$ cat config.mk
export PLATFORM = sky130hd
export DESIGN_NAME = mem_rd_engine
export DESIGN_NICKNAME = d
export VERILOG_FILES = /design/src/hdl/engine_regs_pkg.sv /design/src/hdl/mem_bus_pkg.sv /design/src/hdl/engine_ifs.sv /design/src/hdl/engine_csr_regs.sv /design/src/hdl/rd_req_gen.sv /design/src/hdl/rd_rsp_check.sv /design/src/hdl/engine_status.sv /design/src/hdl/mem_rd_engine.sv
export SDC_FILE = /design/constraint.sdc
export NUM_CORES = 1
export LEC_CHECK = 0
export BUFFER_PORTS_ARGS = -buffer_cell sky130_fd_sc_hd__buf_2
export CAP_MARGIN = 20
export CORE_AREA = 2 2 278 280
export DETAILED_ROUTE_END_ITERATION = 6
export DIE_AREA = 0 0 280 282
export PLACE_DENSITY = 0.56
export SLEW_MARGIN = 5
export SYNTH_ARGS = -nofsm -noshare
export SYNTH_HDL_FRONTEND = slang
export SYNTH_SLANG_ARGS = --single-unit
$ cat constraint.sdc
create_clock -name clk -period 7.4 [get_ports clk]
set_input_delay 2.22 -clock clk [delete_from_list [all_inputs] [get_ports clk]]
set_output_delay 2.22 -clock clk [all_outputs]
set_load 0.1 [all_outputs]
$ cat src/hdl/engine_regs_pkg.sv
/*
 * Register map of the read traffic engine
 * Write and read indices, control-word layout and counter widths
 */
`default_nettype none

package engine_regs_pkg;

    // Register port geometry
    localparam int CSR_IDX_W = 4;
    localparam int CSR_W = 64;

    // ======================================================================
    // Write indices
    // ======================================================================
    localparam logic [CSR_IDX_W-1:0] WR_IDX_BASE = 4'd0;
    localparam logic [CSR_IDX_W-1:0] WR_IDX_CTRL = 4'd1;
    localparam logic [CSR_IDX_W-1:0] WR_IDX_MASK = 4'd2;
    localparam logic [CSR_IDX_W-1:0] WR_IDX_READY = 4'd3;

    // ======================================================================
    // Read indices, anything else reads zero
    // ======================================================================
    localparam logic [CSR_IDX_W-1:0] RD_IDX_STATE = 4'd0;
    localparam logic [CSR_IDX_W-1:0] RD_IDX_BURSTS_REQ = 4'd1;
    localparam logic [CSR_IDX_W-1:0] RD_IDX_LINES_RESP = 4'd2;
    localparam logic [CSR_IDX_W-1:0] RD_IDX_BURSTS_RESP = 4'd3;
    localparam logic [CSR_IDX_W-1:0] RD_IDX_SUM = 4'd4;
    localparam logic [CSR_IDX_W-1:0] RD_IDX_MAX_ACTIVE = 4'd5;

    // Statistic and bookkeeping widths
    localparam int COUNTER_W = 48;
    localparam int LINE_CNT_W = 12;
    localparam int OFFSET_W = 32;
    localparam int CTRL_FIELD_W = 16;

    // Read control word, high field first
    typedef struct packed {
        logic [CTRL_FIELD_W-1:0] max_active;
        logic [CTRL_FIELD_W-1:0] num_bursts;
        logic [CTRL_FIELD_W-1:0] start_offset;
        logic [CTRL_FIELD_W-1:0] burst_len;
    } t_rd_ctrl;

    // One register word, seen raw or as the control layout
    typedef union packed {
        logic [CSR_W-1:0] raw;
        t_rd_ctrl ctrl;
    } csr_word_u;

endpackage

`default_nettype wire

$ cat src/hdl/mem_bus_pkg.sv
/*
 * Read bus geometry
 * Data and address widths, AXI len and id sizes, checksum width
 */
`default_nettype none

package mem_bus_pkg;

    // One beat is one full line
    localparam int DATA_W = 512;

    // Line address plus byte index gives the byte address
    localparam int LINE_ADDR_W = 42;
    localparam int BYTE_IDX_W = 6;
    localparam int ADDR_W = LINE_ADDR_W + BYTE_IDX_W;

    // AXI len field and transaction id
    localparam int BURST_LEN_W = 8;
    localparam int ID_W = 4;

    // Non-zero first id so ids do not track the address
    localparam logic [ID_W-1:0] RD_ID_START = ID_W'(37);

    // Response checksum
    localparam int SUM_W = 32;

endpackage

`default_nettype wire

$ cat src/hdl/engine_ifs.sv
/*
 * Internal interfaces of the read engine
 * Held read configuration and collected read statistics
 */
`timescale 1ns/1ps
`default_nettype none

interface rd_cfg_if;
    import engine_regs_pkg::*;
    import mem_bus_pkg::*;

    // Levels held by the register block
    logic [LINE_ADDR_W-1:0] base_addr;
    logic [OFFSET_W-1:0] start_offset;
    logic [OFFSET_W-1:0] offset_mask;
    // Lines per burst, one bit wider than AXI len
    logic [BURST_LEN_W:0] burst_len;
    logic [CTRL_FIELD_W-1:0] burst_count;
    // Raw max-active field, 0 means no limit
    logic [LINE_CNT_W-1:0] max_active;
    logic [31:0] ready_mask;

    modport src (output base_addr, start_offset, offset_mask, burst_len,
                 burst_count, max_active, ready_mask);
    modport dst (input base_addr, start_offset, offset_mask, burst_len,
                 burst_count, max_active, ready_mask);
endinterface

interface rd_stat_if;
    import engine_regs_pkg::*;
    import mem_bus_pkg::*;

    // ======================================================================
    // Request side
    // ======================================================================
    logic [COUNTER_W-1:0] bursts_req;
    logic [LINE_CNT_W-1:0] max_active;
    logic req_done;

    // ======================================================================
    // Response side
    // ======================================================================
    logic [COUNTER_W-1:0] beats_resp;
    logic [COUNTER_W-1:0] bursts_resp;
    logic [SUM_W-1:0] sum;
    logic id_error;
    // One cycle per accepted beat, retires an in-flight line
    logic beat_pulse;

    modport src (output bursts_req, max_active, req_done, beats_resp,
                 bursts_resp, sum, id_error, beat_pulse);
    modport dst (input bursts_req, max_active, req_done, beats_resp,
                 bursts_resp, sum, id_error, beat_pulse);
endinterface

`default_nettype wire

$ cat src/hdl/engine_csr_regs.sv
/*
 * Register write decode
 * Holds the read configuration written through the register port
 */
`timescale 1ns/1ps
`default_nettype none

module engine_csr_regs (
    input  logic clk,
    input  logic state_reset,
    input  logic csr_wr_req,
    input  logic [engine_regs_pkg::CSR_IDX_W-1:0] csr_wr_idx,
    input  logic [engine_regs_pkg::CSR_W-1:0] csr_wr_data,
    rd_cfg_if.src cfg
);
    import engine_regs_pkg::*;
    import mem_bus_pkg::*;

    // Incoming word, decoded by register
    csr_word_u wr_word;

    assign wr_word.raw = csr_wr_data;

    // ======================================================================
    // Register writes, visible the cycle after the strobe
    // ======================================================================
    always_ff @(posedge clk)
    begin
        if (state_reset)
        begin
            cfg.base_addr <= '0;
            cfg.start_offset <= '0;
            cfg.offset_mask <= '0;
            cfg.burst_len <= '0;
            cfg.burst_count <= '0;
            cfg.max_active <= '0;
            // R channel always ready by default
            cfg.ready_mask <= '1;
        end
        else if (csr_wr_req)
        begin
            case (csr_wr_idx)
                WR_IDX_BASE:
                begin
                    cfg.base_addr <= wr_word.raw[LINE_ADDR_W-1:0];
                end
                WR_IDX_CTRL:
                begin
                    // Only the low bits of each control field are kept
                    cfg.max_active <= wr_word.ctrl.max_active[LINE_CNT_W-1:0];
                    cfg.burst_count <= wr_word.ctrl.num_bursts;
                    cfg.start_offset <= OFFSET_W'(wr_word.ctrl.start_offset);
                    cfg.burst_len <= wr_word.ctrl.burst_len[BURST_LEN_W:0];
                end
                WR_IDX_MASK:
                begin
                    cfg.offset_mask <= wr_word.raw[OFFSET_W-1:0];
                end
                WR_IDX_READY:
                begin
                    cfg.ready_mask <= wr_word.raw[31:0];
                end
                default:
                begin
                    // Unmapped index, nothing stored
                end
            endcase
        end
    end

endmodule

`default_nettype wire

$ cat src/hdl/rd_req_gen.sv
/*
 * Read request generator
 * Issues AR bursts over a masked offset range under a lines-in-flight cap
 */
`timescale 1ns/1ps
`default_nettype none

module rd_req_gen (
    input  logic clk,
    input  logic state_reset,
    input  logic run,
    input  logic ar_ready,
    output logic ar_valid,
    output logic [mem_bus_pkg::ADDR_W-1:0] ar_addr,
    output logic [mem_bus_pkg::BURST_LEN_W-1:0] ar_len,
    output logic [mem_bus_pkg::ID_W-1:0] ar_id,
    rd_cfg_if.dst cfg,
    rd_stat_if.src stat
);
    import engine_regs_pkg::*;
    import mem_bus_pkg::*;

    logic [OFFSET_W-1:0] cur_offset;
    logic [CTRL_FIELD_W-1:0] bursts_left;
    logic unlimited;
    logic done;
    logic [ID_W-1:0] next_id;
    logic [LINE_ADDR_W-1:0] line_addr;
    logic ar_accept;

    // In-flight tracking
    logic [LINE_CNT_W-1:0] cur_active;
    logic [LINE_CNT_W-1:0] new_lines;
    logic [LINE_CNT_W-1:0] active_next;
    logic [LINE_CNT_W-1:0] cap;
    logic quota_exceeded;

    // ======================================================================
    // AR channel
    // ======================================================================
    assign ar_valid = run && !done && !quota_exceeded;
    assign ar_accept = ar_valid && ar_ready;

    // Base plus offset, then byte index zero
    assign line_addr = cfg.base_addr + LINE_ADDR_W'(cur_offset);
    assign ar_addr = {line_addr, BYTE_IDX_W'(0)};
    assign ar_len = BURST_LEN_W'(cfg.burst_len - 1'b1);
    assign ar_id = next_id;

    always_ff @(posedge clk)
    begin
        if (state_reset)
        begin
            done <= 1'b0;
            unlimited <= 1'b0;
            bursts_left <= '0;
            cur_offset <= '0;
            next_id <= RD_ID_START;
        end
        else if (!run)
        begin
            // Idle, so preload the next run
            cur_offset <= cfg.start_offset;
            bursts_left <= cfg.burst_count;
            unlimited <= (cfg.burst_count == '0);
            next_id <= RD_ID_START;
            // Zero base keeps the engine parked
            done <= (cfg.base_addr == '0);
        end
        else if (ar_accept)
        begin
            cur_offset <= (cur_offset + OFFSET_W'(cfg.burst_len)) & cfg.offset_mask;
            bursts_left <= bursts_left - 1'b1;
            next_id <= next_id + 1'b1;
            done <= !unlimited && (bursts_left == CTRL_FIELD_W'(1));
        end
    end

    assign stat.req_done = done;

    // ======================================================================
    // Lines in flight and the cap
    // ======================================================================

    // Field of 0 wraps to all ones, no practical limit
    assign cap = cfg.max_active - LINE_CNT_W'(1);
    assign new_lines = ar_accept ? LINE_CNT_W'(cfg.burst_len) : '0;
    assign active_next = cur_active + new_lines - LINE_CNT_W'(stat.beat_pulse);

    always_ff @(posedge clk)
    begin
        if (state_reset)
        begin
            cur_active <= '0;
            quota_exceeded <= 1'b0;
            stat.max_active <= '0;
            stat.bursts_req <= '0;
        end
        else
        begin
            cur_active <= active_next;
            // Room for one more full burst?
            quota_exceeded <= ({1'b0, active_next} + (LINE_CNT_W + 1)'(cfg.burst_len))
                              > {1'b0, cap};
            if (cur_active > stat.max_active)
            begin
                stat.max_active <= cur_active;
            end
            if (ar_accept)
            begin
                stat.bursts_req <= stat.bursts_req + 1'b1;
            end
        end
    end

endmodule

`default_nettype wire

$ cat src/hdl/rd_rsp_check.sv
/*
 * Read response checker
 * Rotating R ready, beat and burst counts, data checksum and id check
 */
`timescale 1ns/1ps
`default_nettype none

module rd_rsp_check (
    input  logic clk,
    input  logic state_reset,
    input  logic run,
    input  logic r_valid,
    input  logic [mem_bus_pkg::DATA_W-1:0] r_data,
    input  logic [mem_bus_pkg::ID_W-1:0] r_id,
    input  logic r_last,
    output logic r_ready,
    rd_cfg_if.dst cfg,
    rd_stat_if.src stat
);
    import mem_bus_pkg::*;

    logic [31:0] ready_rot;
    logic r_accept;
    logic [SUM_W-1:0] sum_term;
    logic [ID_W-1:0] exp_id;

    // ======================================================================
    // Ready throttle
    // ======================================================================

    // Bit 0 is this cycle's ready
    assign r_ready = ready_rot[0];
    assign r_accept = r_valid && r_ready;

    always_ff @(posedge clk)
    begin
        if (state_reset)
        begin
            ready_rot <= '1;
        end
        else if (!run)
        begin
            ready_rot <= cfg.ready_mask;
        end
        else
        begin
            ready_rot <= {ready_rot[30:0], ready_rot[31]};
        end
    end

    // ======================================================================
    // Counters and checksum
    // ======================================================================

    // High 16 bits of the line over its low 16 bits
    assign sum_term = {r_data[DATA_W-1 -: 16], r_data[15:0]};

    always_ff @(posedge clk)
    begin
        if (state_reset)
        begin
            stat.beat_pulse <= 1'b0;
            stat.beats_resp <= '0;
            stat.bursts_resp <= '0;
            stat.sum <= '0;
        end
        else
        begin
            stat.beat_pulse <= r_accept;
            if (r_accept)
            begin
                stat.beats_resp <= stat.beats_resp + 1'b1;
                stat.sum <= stat.sum + sum_term;
            end
            if (r_accept && r_last)
            begin
                stat.bursts_resp <= stat.bursts_resp + 1'b1;
            end
        end
    end

    // ======================================================================
    // In-order id check, one id per burst
    // ======================================================================
    always_ff @(posedge clk)
    begin
        if (state_reset)
        begin
            exp_id <= RD_ID_START;
            stat.id_error <= 1'b0;
        end
        else
        begin
            if (!run)
            begin
                exp_id <= RD_ID_START;
            end
            else if (r_accept && r_last)
            begin
                exp_id <= exp_id + 1'b1;
            end
            // Sticky until the next state reset
            if (r_accept && (r_id != exp_id))
            begin
                stat.id_error <= 1'b1;
            end
        end
    end

endmodule

`default_nettype wire

$ cat src/hdl/engine_status.sv
/*
 * Status readback
 * Registered read mux over the statistics and the engine-active flag
 */
`timescale 1ns/1ps
`default_nettype none

module engine_status (
    input  logic clk,
    input  logic state_reset,
    input  logic run,
    input  logic [engine_regs_pkg::CSR_IDX_W-1:0] csr_rd_idx,
    output logic [engine_regs_pkg::CSR_W-1:0] csr_rd_data,
    output logic active,
    rd_stat_if.dst stat
);
    import engine_regs_pkg::*;

    // Busy while issuing, or while bursts are still owed
    always_ff @(posedge clk)
    begin
        if (state_reset)
        begin
            active <= 1'b0;
        end
        else
        begin
            active <= (run && !stat.req_done) || (stat.bursts_req != stat.bursts_resp);
        end
    end

    // ======================================================================
    // Read mux, one cycle from index to data
    // ======================================================================
    always_ff @(posedge clk)
    begin
        case (csr_rd_idx)
            RD_IDX_STATE:
                csr_rd_data <= {{(CSR_W - 3){1'b0}}, stat.id_error, active, run};
            RD_IDX_BURSTS_REQ:
                csr_rd_data <= CSR_W'(stat.bursts_req);
            RD_IDX_LINES_RESP:
                csr_rd_data <= CSR_W'(stat.beats_resp);
            RD_IDX_BURSTS_RESP:
                csr_rd_data <= CSR_W'(stat.bursts_resp);
            RD_IDX_SUM:
                csr_rd_data <= CSR_W'(stat.sum);
            RD_IDX_MAX_ACTIVE:
                csr_rd_data <= CSR_W'(stat.max_active);
            default:
                csr_rd_data <= '0;
        endcase
    end

endmodule

`default_nettype wire

$ cat src/hdl/mem_rd_engine.sv
/*
 * Host memory read traffic engine, top level
 * Register decode, AR generator, R checker and status readback
 */
`timescale 1ns/1ps
`default_nettype none

module mem_rd_engine (
    input  logic clk,
    input  logic state_reset,

    // Register port
    input  logic csr_wr_req,
    input  logic [engine_regs_pkg::CSR_IDX_W-1:0] csr_wr_idx,
    input  logic [engine_regs_pkg::CSR_W-1:0] csr_wr_data,
    input  logic [engine_regs_pkg::CSR_IDX_W-1:0] csr_rd_idx,
    output logic [engine_regs_pkg::CSR_W-1:0] csr_rd_data,

    // Run control
    input  logic run,
    output logic active,

    // AR channel
    output logic ar_valid,
    input  logic ar_ready,
    output logic [mem_bus_pkg::ADDR_W-1:0] ar_addr,
    output logic [mem_bus_pkg::BURST_LEN_W-1:0] ar_len,
    output logic [mem_bus_pkg::ID_W-1:0] ar_id,

    // R channel
    input  logic r_valid,
    output logic r_ready,
    input  logic [mem_bus_pkg::DATA_W-1:0] r_data,
    input  logic [mem_bus_pkg::ID_W-1:0] r_id,
    input  logic r_last
);

    rd_cfg_if cfg_if ();
    rd_stat_if stat_if ();

    // ======================================================================
    // Input side
    // ======================================================================
    engine_csr_regs u_csr_regs (
        .clk         (clk),
        .state_reset (state_reset),
        .csr_wr_req  (csr_wr_req),
        .csr_wr_idx  (csr_wr_idx),
        .csr_wr_data (csr_wr_data),
        .cfg         (cfg_if.src)
    );

    // ======================================================================
    // Traffic generation and checking
    // ======================================================================
    rd_req_gen u_req_gen (
        .clk         (clk),
        .state_reset (state_reset),
        .run         (run),
        .ar_ready    (ar_ready),
        .ar_valid    (ar_valid),
        .ar_addr     (ar_addr),
        .ar_len      (ar_len),
        .ar_id       (ar_id),
        .cfg         (cfg_if.dst),
        .stat        (stat_if.src)
    );

    rd_rsp_check u_rsp_check (
        .clk         (clk),
        .state_reset (state_reset),
        .run         (run),
        .r_valid     (r_valid),
        .r_data      (r_data),
        .r_id        (r_id),
        .r_last      (r_last),
        .r_ready     (r_ready),
        .cfg         (cfg_if.dst),
        .stat        (stat_if.src)
    );

    // Output side
    engine_status u_status (
        .clk         (clk),
        .state_reset (state_reset),
        .run         (run),
        .csr_rd_idx  (csr_rd_idx),
        .csr_rd_data (csr_rd_data),
        .active      (active),
        .stat        (stat_if.dst)
    );

endmodule

`default_nettype wire

======== Word-level counts from Yosys, hierarchy flattened ========
Index checks and enable logic that the tools add are counted.
storage, ports and cells
  input port bits ......................... 595
  bits in read-only memories .............. 0
  bits in writable memories ............... 0
  memories ................................ 0
  logic and storage cells ................. 84
  output and inout bits ................... 127
  bits in registers ....................... 501
  bits in latches ......................... 0
operators by class
  div/mod/pow operators ................... 0
  $add $sub $neg .......................... 14
  equal/unequal tests ..................... 12
  bitwise gates (word level) .............. 2
  magnitude comparators ................... 2
  $mul .................................... 0
  shift operators ......................... 0
  multiplexer cells ....................... 9
  reduce and logical (&&, ||, !) cells .... 20
operator list
  operator                 number
  $pmux W48 S6             1
  $add A48 B1 Y48 const B  3
  $mux W32                 3
  $ne A48 B48 Y1           1
  $add A42 B32 Y42         1
  $logic_not A42 Y1        1
  $add A32 B32 Y32         1
  $add A32 B9 Y32          1
  $and A32 B32 Y32         1
  $mux W16                 2
  $eq A16 B1 Y1 const B    1
  $eq A4 B2 Y1 const B     4
  $logic_not A16 Y1        1
  $sub A16 B1 Y16 const B  1
  $add A12 B9 Y13          1
  $gt A13 B12 Y1           1
  $add A12 B12 Y12         1
  $gt A12 B12 Y1           1
  $sub A12 B1 Y12          1
  $sub A12 B1 Y12 const B  1
  $mux W9                  1
  $add A4 B1 Y4 const B    2
  $eq A4 B1 Y1 const B     2
  $eq A4 B3 Y1 const B     2
  other kinds (11)         24

======== Longest topological paths before layout ========
Gate-level depths: netlist (run 1).
  word-level depth ........................ 9
  depth in mapped cells ................... 27
  depth with buffers taken out ............ 26

======== Worst setup path after synthesis (run 1) ========
OpenSTA, ideal clock, no wires.
  path kind ............................... input port to flip-flop
  start ................................... input run
  end ..................................... register u_req_gen.quota_exceeded
  slack ................................... -0.428 ns
  arrival time ............................ 7.693 ns
  setup time .............................. 0.135 ns
  data required time ...................... 7.265 ns
  buffers on the path ..................... 1
  stages .................................. 26
  cell sequence ........................... nand2b_1 > nor2_1 > nand2_1 > clkbuf_1 > nor2_1 > ha_1 > inv_1 > fa_1 > nor2b_1 > o21ai_0 > a21boi_0 > o21a_1 > nor2_1 > xnor2_1 > ha_1 > or3_1 > o21ai_0 > a21oi_1 > a21o_1 > a21o_1 > xor2_1 > ha_1 > a211oi_1 > o21ai_0 > a221oi_1 > o32ai_1
on the way
  cells in the longest elaborated chain, start to end .. 8
ends and longest elaborated chain
  element                             RTL line             RTL
  start: declaration                  mem_rd_engine.sv:20  input logic run,
  $logic_and A1 B1 Y1 (2 in series)   rd_req_gen.sv:41     assign ar_valid = run && !done && !quota_exceeded;
  named net ar_valid                  mem_rd_engine.sv:24  output logic ar_valid,
  $logic_and A1 B1 Y1                 rd_req_gen.sv:42     assign ar_accept = ar_valid && ar_ready;
  $mux W9                             rd_req_gen.sv:87     assign new_lines = ar_accept ? LINE_CNT_W'(cfg.burst_len) : '0;
  $add A12 B12 Y12                    rd_req_gen.sv:88     assign active_next = cur_active + new_lines - LINE_CNT_W'(stat.beat_pulse);
  $sub A12 B1 Y12                     rd_req_gen.sv:88
  named net u_req_gen.active_next[6]  rd_req_gen.sv:34     logic [LINE_CNT_W-1:0] active_next;
  $add A12 B9 Y13                     rd_req_gen.sv:103    quota_exceeded <= ({1'b0, active_next} + (LINE_CNT_W + 1)'(cfg.burst_len))
  $gt A13 B12 Y1                      rd_req_gen.sv:104    > {1'b0, cap};
  end signal: assignment              rd_req_gen.sv:103
  end: declaration                    rd_req_gen.sv:36     logic quota_exceeded;
The timed path passes the listed nets, and every way through them passes these cells.
A chain may end at the register's enable or synchronous reset.

======== Final worst setup path (run 1) ========
  start ................................... register u_req_gen.cur_offset[1]
  end ..................................... output ar_addr[43] (netlist name)
on the way
  cells in the longest elaborated chain, start to end .. 1
ends and longest elaborated chain
  element                   RTL line             RTL
  start: declaration        rd_req_gen.sv:23     logic [OFFSET_W-1:0] cur_offset;
  start signal: assignment  rd_req_gen.sv:63     cur_offset <= cfg.start_offset;
  start signal: assignment  rd_req_gen.sv:72     cur_offset <= (cur_offset + OFFSET_W'(cfg.burst_len)) & cfg.offset_mask;
  $add A42 B32 Y42          rd_req_gen.sv:45     assign line_addr = cfg.base_addr + LINE_ADDR_W'(cur_offset);
  end: declaration          mem_rd_engine.sv:26  output logic [mem_bus_pkg::ADDR_W-1:0] ar_addr,
Every way passes these cells.

==> results.tsv, run 1 <==
metric	value	unit
grt_max_degree	167	
grt.total_usage	0.205	
async_flop_share	0	
fmax	0.155	GHz
syn_area	26500	µm²
dr.pass1.iters	6	
grt_overflow	0	
wl_per_cell	18.7	µm
reg2regPathDepth	23	
total_power	7.72	mW
hold_buffers	0	
setup_viol	0	
outcome	completed	
post-route-drc-count	0	
rsz0062_at_grt	false	
tightest_slew	1.06	ns
p_leak	12.7	nW
peakVddDrop	0.185	mV
path_max_fanout	5	
tritoncts	yes	
core	75700	µm²
place_ws	0.295	ns
synth.avg_cell_area	8.08	µm²
start_util	0.350	
cts_buffer_depth	3	
placed_cells	4337	
area_growth	14.9	%
cts-resized-gates	0	
end_kind	output pin	
first_iter_violations	1673	
drive_gt1_frac	0.111	
synth-seq-area-share	0.379	
synth-seq-cells	501	
period_minus_slack	6.47	ns
cts_setup_buffers	0	
die_h	282	µm
crit_arrival	4.25	ns
synthCells	3280	
antenna_found_initial	11	
hold-path-cell-count	2	
htree_levels	2	
ys_warn_count	0	
ctsRootBufferMaster	clkbuf_16	
crit_type	flop to output pin	
crit_path_start_kind	flop	
period_share	0.875	
tns	0	ns
grt_pass1_wl	127	mm
synth_flop_cell	dfxtp_1	
power.density	253	nW/µm²
min_path_type	flop to flop	
setup_ws	0.928	ns
synth_edf_count	0	
clock-sinks	501	
hold_violations	0	
worstHoldStart	u_rsp_check.ready_rot[31]$_SDFF_PP1_	
clock_latency	0.63	ns
final-instance-count-excl-fill	4443	
crit_required	5.18	ns
drt-vias-per-instance	5.28	
finClkSkew	0.0371	ns
routed_wl	82.9	mm
dieArea	79000	µm²
slew_headroom	0.290	
antenna_cells	0	
portBuffers	215	
hpwl	61.1	mm
rrSetupSlack	2.35	ns
min_to	u_rsp_check.ready_rot[0]$_SDFF_PP1_	
post_synth_num_cell_types	100	
rows	101	
r2r-end	u_req_gen.quota_exceeded$_SDFF_PP0_	
antenna_left	0	
drv_cap	0	
grt_pass1_vias	22200	
io_pins	722	
r2r-start	u_req_gen.stat.req_done$_SDFFE_PP0P_	
clk_pin_slew	0.06	ns
cts_buffers	57	
gp_congestion	0.887	
dpl_cell_area	28400	µm²
vias	23500	
drv_slew	0	
final_area	30400	µm²
fin_nets	4155	
fp.dieW	280	µm
## cell usage after synthesis, types with 17 or more instances
cell type | instances | area share
buf_4 | 23 | 0.0065
ha_1 | 136 | 0.064
a21o_1 | 51 | 0.014
o211ai_1 | 20 | 0.0057
nand3_1 | 125 | 0.024
nor2_1 | 258 | 0.037
nor4_1 | 28 | 0.0066
and3_1 | 60 | 0.014
nor2b_1 | 17 | 0.0040
o21ai_0 | 79 | 0.015
and4_1 | 17 | 0.0056
mux2i_1 | 51 | 0.019
dfxtp_1 | 501 | 0.38
a21oi_1 | 290 | 0.055
inv_1 | 122 | 0.017
nand4_1 | 53 | 0.013
xnor2_1 | 131 | 0.043
nor3_1 | 46 | 0.0087
and2_1 | 25 | 0.0059
or3_1 | 40 | 0.0094
nand2_1 | 614 | 0.087
o21a_1 | 18 | 0.0051
clkbuf_1 | 135 | 0.019
a222oi_1 | 48 | 0.018
xor2_1 | 128 | 0.042
## sequential cells by signal, summed over array words and instances, names as in the netlist, 4 cells and up
signal and count:
u_req_gen.bursts_left 16, u_csr_regs.cfg.burst_len 9, u_rsp_check.ready_rot 32, u_csr_regs.cfg.start_offset 16
u_csr_regs.cfg.base_addr 42, u_csr_regs.cfg.max_active 12, u_csr_regs.cfg.ready_mask 32, u_csr_regs.cfg.burst_count 16
u_req_gen.cur_active 12, u_status.csr_rd_data 48, u_rsp_check.stat.bursts_resp 48, u_rsp_check.stat.beats_resp 48
u_req_gen.cur_offset 32, u_rsp_check.exp_id 4, u_req_gen.stat.max_active 12, u_req_gen.ar_id 4
u_rsp_check.stat.sum 32, u_req_gen.stat.bursts_req 48, u_csr_regs.cfg.offset_mask 32
## cell families after synthesis
logic type                 Yosys count  synth area share
AOI/OAI and AO/OA                  664             0.164
xor gates and xnor gates           260            0.0862
adders and majority gates          141            0.0680
buffers and inverters              309            0.0478
DFF                                501             0.379
muxes                               54            0.0205
other                                1          0.000142
and+or+nand+nor                   1350             0.235
## stage by stage
stage,utilization,hold slack (ns)
global route,0.402,0.454
finish,0.402,0.443
global placement,0.374,0.427
floorplan,-,0.421
CTS,0.402,0.447
detailed placement,0.375,0.432
## per-layer routing
| layer | wire length (µm) | GRT usage | vias up |
|---|---|---|---|
| met5 | 70 | 0 | - |
| met4 | 2780 | 0.0691 | 10 |
| met3 | 3960 | 0.0300 | 118 |
| met2 | 40100 | 0.357 | 562 |
| met1 | 36000 | 0.259 | 11100 |
| li1 | - | - | 11700 |
## placed cells by master (no fill, tap or decap), types with 12 or more instances in the layout
master,instances
nand2_1,614
dfxtp_1,501
a21oi_1,290
nor2_1,253
buf_2,215
ha_1,136
xnor2_1,131
xor2_1,128
nand3_1,125
inv_1,122
o21ai_0,79
and3_1,60
clkbuf_16,57
nand4_1,53
a21o_1,51
mux2i_1,51
a222oi_1,48
nor3_1,44
or3_1,40
nor4_1,28
and2_1,25
buf_4,25
conb_1,22
o211ai_1,20
o21a_1,18
nor2b_1,17
and4_1,17
a22oi_1,16
clkbuf_8,16
nand2b_1,13
a31oi_1,13
a211oi_1,12
## how the worst max path moves through the flow
stage / endpoint / from / cells after the start / slack [ns]
after floorplan: u_req_gen.quota_exceeded$_SDFF_PP0_ / run / 26 / 0.13
after global placement: u_req_gen.quota_exceeded$_SDFF_PP0_ / ar_ready / 24 / 0.26
after detailed placement: u_req_gen.quota_exceeded$_SDFF_PP0_ / ar_ready / 24 / 0.30
after CTS: ar_addr[43] / u_req_gen.cur_offset[1]$_SDFFE_PP0P_ / 11 / 0.78
after global routing: u_req_gen.quota_exceeded$_SDFF_PP0_ / ar_ready / 24 / 0.56
final: ar_addr[43] / u_req_gen.cur_offset[1]$_SDFFE_PP0P_ / 11 / 0.93
## critical path, stage by stage (launching register included)
cell and delay, ns:
dfxtp_1 0.36, ha_1 0.29, a21o_1 0.12, a21o_2 0.18, a211o_1 0.17, nand4_1 0.24, a2111oi_2 0.84, o211ai_1 0.29
a21boi_1 0.36, o21ai_0 0.15, xnor2_1 0.17, buf_2 0.45
## final cells by class
type | instances | area [µm²]
clock buffer | 82 | 1680
clock inverter | 23 | 363
fill | 7816 | 45300
inverter | 124 | 465
multi-input combinational | 2491 | 15300
sequential | 501 | 10000
tap | 978 | 1220
timing repair buffer | 244 | 1350
## where the power goes
part           switching (mW)  total [mW]  internal, mW  leakage, nW
combinational            1.06        1.73         0.668         7.68
sequential              0.122        2.94          2.81         4.06
clock                    1.20        3.05          1.85         1.00
Note: power is estimated with default switching activity, not from simulation.
==> inputs of run 2 (changes only) <==
==> constraint.sdc (replaced) <==
create_clock -name clk -period 7.3 [get_ports clk]
set_input_delay 2.19 -clock clk [delete_from_list [all_inputs] [get_ports clk]]
set_output_delay 2.19 -clock clk [all_outputs]
set_load 0.1 [all_outputs]
==> results.tsv, run 2 (same netlist as run 1, synthesis figures left out) <==
metric	value	unit	change
crit_type	input pin to flop		
tightest_slew	1.01	ns	-0.0466 ns
io_pins	722		unchanged
fmax	0.155	GHz	
rsz0062_at_grt	false		
dr.pass1.iters	7		+1
violations	DRC		
clock_latency	0.64	ns	about the same
min_path_type	flop to flop		
total_power	7.81	mW	+1.3%
portBuffers	215		unchanged
p_leak	12.8	nW	+0.13%
core	75700	µm²	unchanged
grt_pass1_wl	129	mm	+1.1%
tns	0	ns	unchanged
antenna_found_initial	11		unchanged
cts_setup_buffers	0		unchanged
vias	23500		+0.12%
crit_required	7.75	ns	+2.57 ns
htree_levels	2		unchanged
path_cells	buf_2 > and4bb_2 > nand2_1 > ha_1 > inv_1 > ha_1 > a21o_1 > a21o_1 > a21oi_1 > inv_1 > a21oi_1 > xnor2_1 > ha_1 > or3_1 > o21ai_0 > a21oi_1 > a21o_1 > a21o_1 > xor2_1 > ha_1 > a211oi_1 > o21ai_0 > a221oi_1 > o32ai_1		
antenna_left	0		unchanged
outcome	finished with violations		
fin_nets	4156		+0.024%
gp_congestion	0.888		+0.10%
start_util	0.350		unchanged
hpwl	61.2	mm	+0.15%
crit_arrival	6.90	ns	+2.65 ns
first_iter_violations	1694		+1.3%
hold_buffers	0		unchanged
grt_overflow	0		unchanged
rows	101		unchanged
hold_violations	0		unchanged
power.density	257	nW/µm²	+1.3%
tritoncts	yes		
fp.dieW	280	µm	unchanged
period_minus_slack	6.46	ns	
end_kind	flop		
slowest_delay	0.34	ns	-0.50 ns
slew_headroom	0.322		+0.0318
die_h	282	µm	unchanged
grt_pass1_vias	22400		+0.73%
finClkSkew	0.0296	ns	-0.00749 ns
final_cell_mix	614 x nand2_1, 501 x dfxtp_1, 290 x a21oi_1		
whs	0.439	ns	-0.00414 ns
path_max_fanout	4		-1
grt_max_degree	167		unchanged
clock-sinks	501		unchanged
drive_gt1_frac	0.112		+0.00192
drv_cap	0		unchanged
area_growth	14.9	%	about the same
ctsRootBufferMaster	clkbuf_16		
dieArea	79000	µm²	unchanged
period_share	0.884		
clk_pin_slew	0.06	ns	about the same
post-route-drc-count	18		+18
peakVddDrop	0.205	mV	+11%
crit_path_start_kind	input pin		
drv_slew	0		unchanged
cts-resized-gates	0		unchanged
final_common_cell	nand2_1		
drt-vias-per-instance	5.28		about the same
critPathSlowestCell	ha_1		
cts_buffers	57		unchanged
setup_viol	0		unchanged
cts_buffer_depth	3		unchanged
wl_per_cell	18.7	µm	+0.29%
grt.total_usage	0.208		+0.00260
routed_wl	83.2	mm	+0.38%
## run 2: critical path: cells and delay by family
family | cells | cell delay (ns)
buf+inv | 3 | 0.29
fa+ha+maj | 4 | 1.17
xor+xnor | 2 | 0.37
compound gates | 12 | 2.12
simple gates | 3 | 0.74
## run 2: cell type report
cell class | count | area (µm²)
antenna | 1 | 2.50
clock buffer | 77 | 1660
clock inverter | 30 | 379
fill | 7835 | 45300
inverter | 124 | 465
multi-input combinational | 2491 | 15300
sequential | 501 | 10000
tap | 978 | 1220
timing repair buffer | 245 | 1350
## run 2: stage by stage
step                setup WS, ns  utilization  instances  area, µm²
floorplan                 0.0554            -       3301      26600
global placement           0.216        0.374       4336      28300
detailed placement         0.211        0.375       4338      28400
CTS                        0.725        0.402       4445      30400
global route               0.394        0.402       4447      30400
finish                     0.844        0.402       4447      30400
## run 2: power breakdown
group          leakage (nW)  switching, mW  internal, mW  total, mW
Combinational          7.68           1.08         0.678       1.76
Clock                  1.01           1.26          1.82       3.08
Sequential             4.06          0.123          2.85       2.97
Total                  12.8           2.46          5.35       7.81
## run 2: final timing paths
check | from | endpoint | slack, ns | depth (start not counted)
worst max register to register | u_req_gen.stat.req_done$_SDFFE_PP0P_ | u_req_gen.quota_exceeded$_SDFF_PP0_ | 2.22 | 23
worst max-delay path | ar_ready | u_req_gen.quota_exceeded$_SDFF_PP0_ | 0.84 | 24
worst min register to register | u_rsp_check.ready_rot[9]$_SDFF_PP1_ | u_rsp_check.ready_rot[10]$_SDFF_PP1_ | 0.44 | 2
worst min-delay path | u_rsp_check.ready_rot[9]$_SDFF_PP1_ | u_rsp_check.ready_rot[10]$_SDFF_PP1_ | 0.44 | 2
## run 2: metal layers
layer / share of wire / track usage / routed length [µm]
met5: 0.00084 / 0 / 70
met2: 0.48 / 0.362 / 40100
met3: 0.051 / 0.0324 / 4270
met1: 0.43 / 0.260 / 35900
met4: 0.034 / 0.0717 / 2830
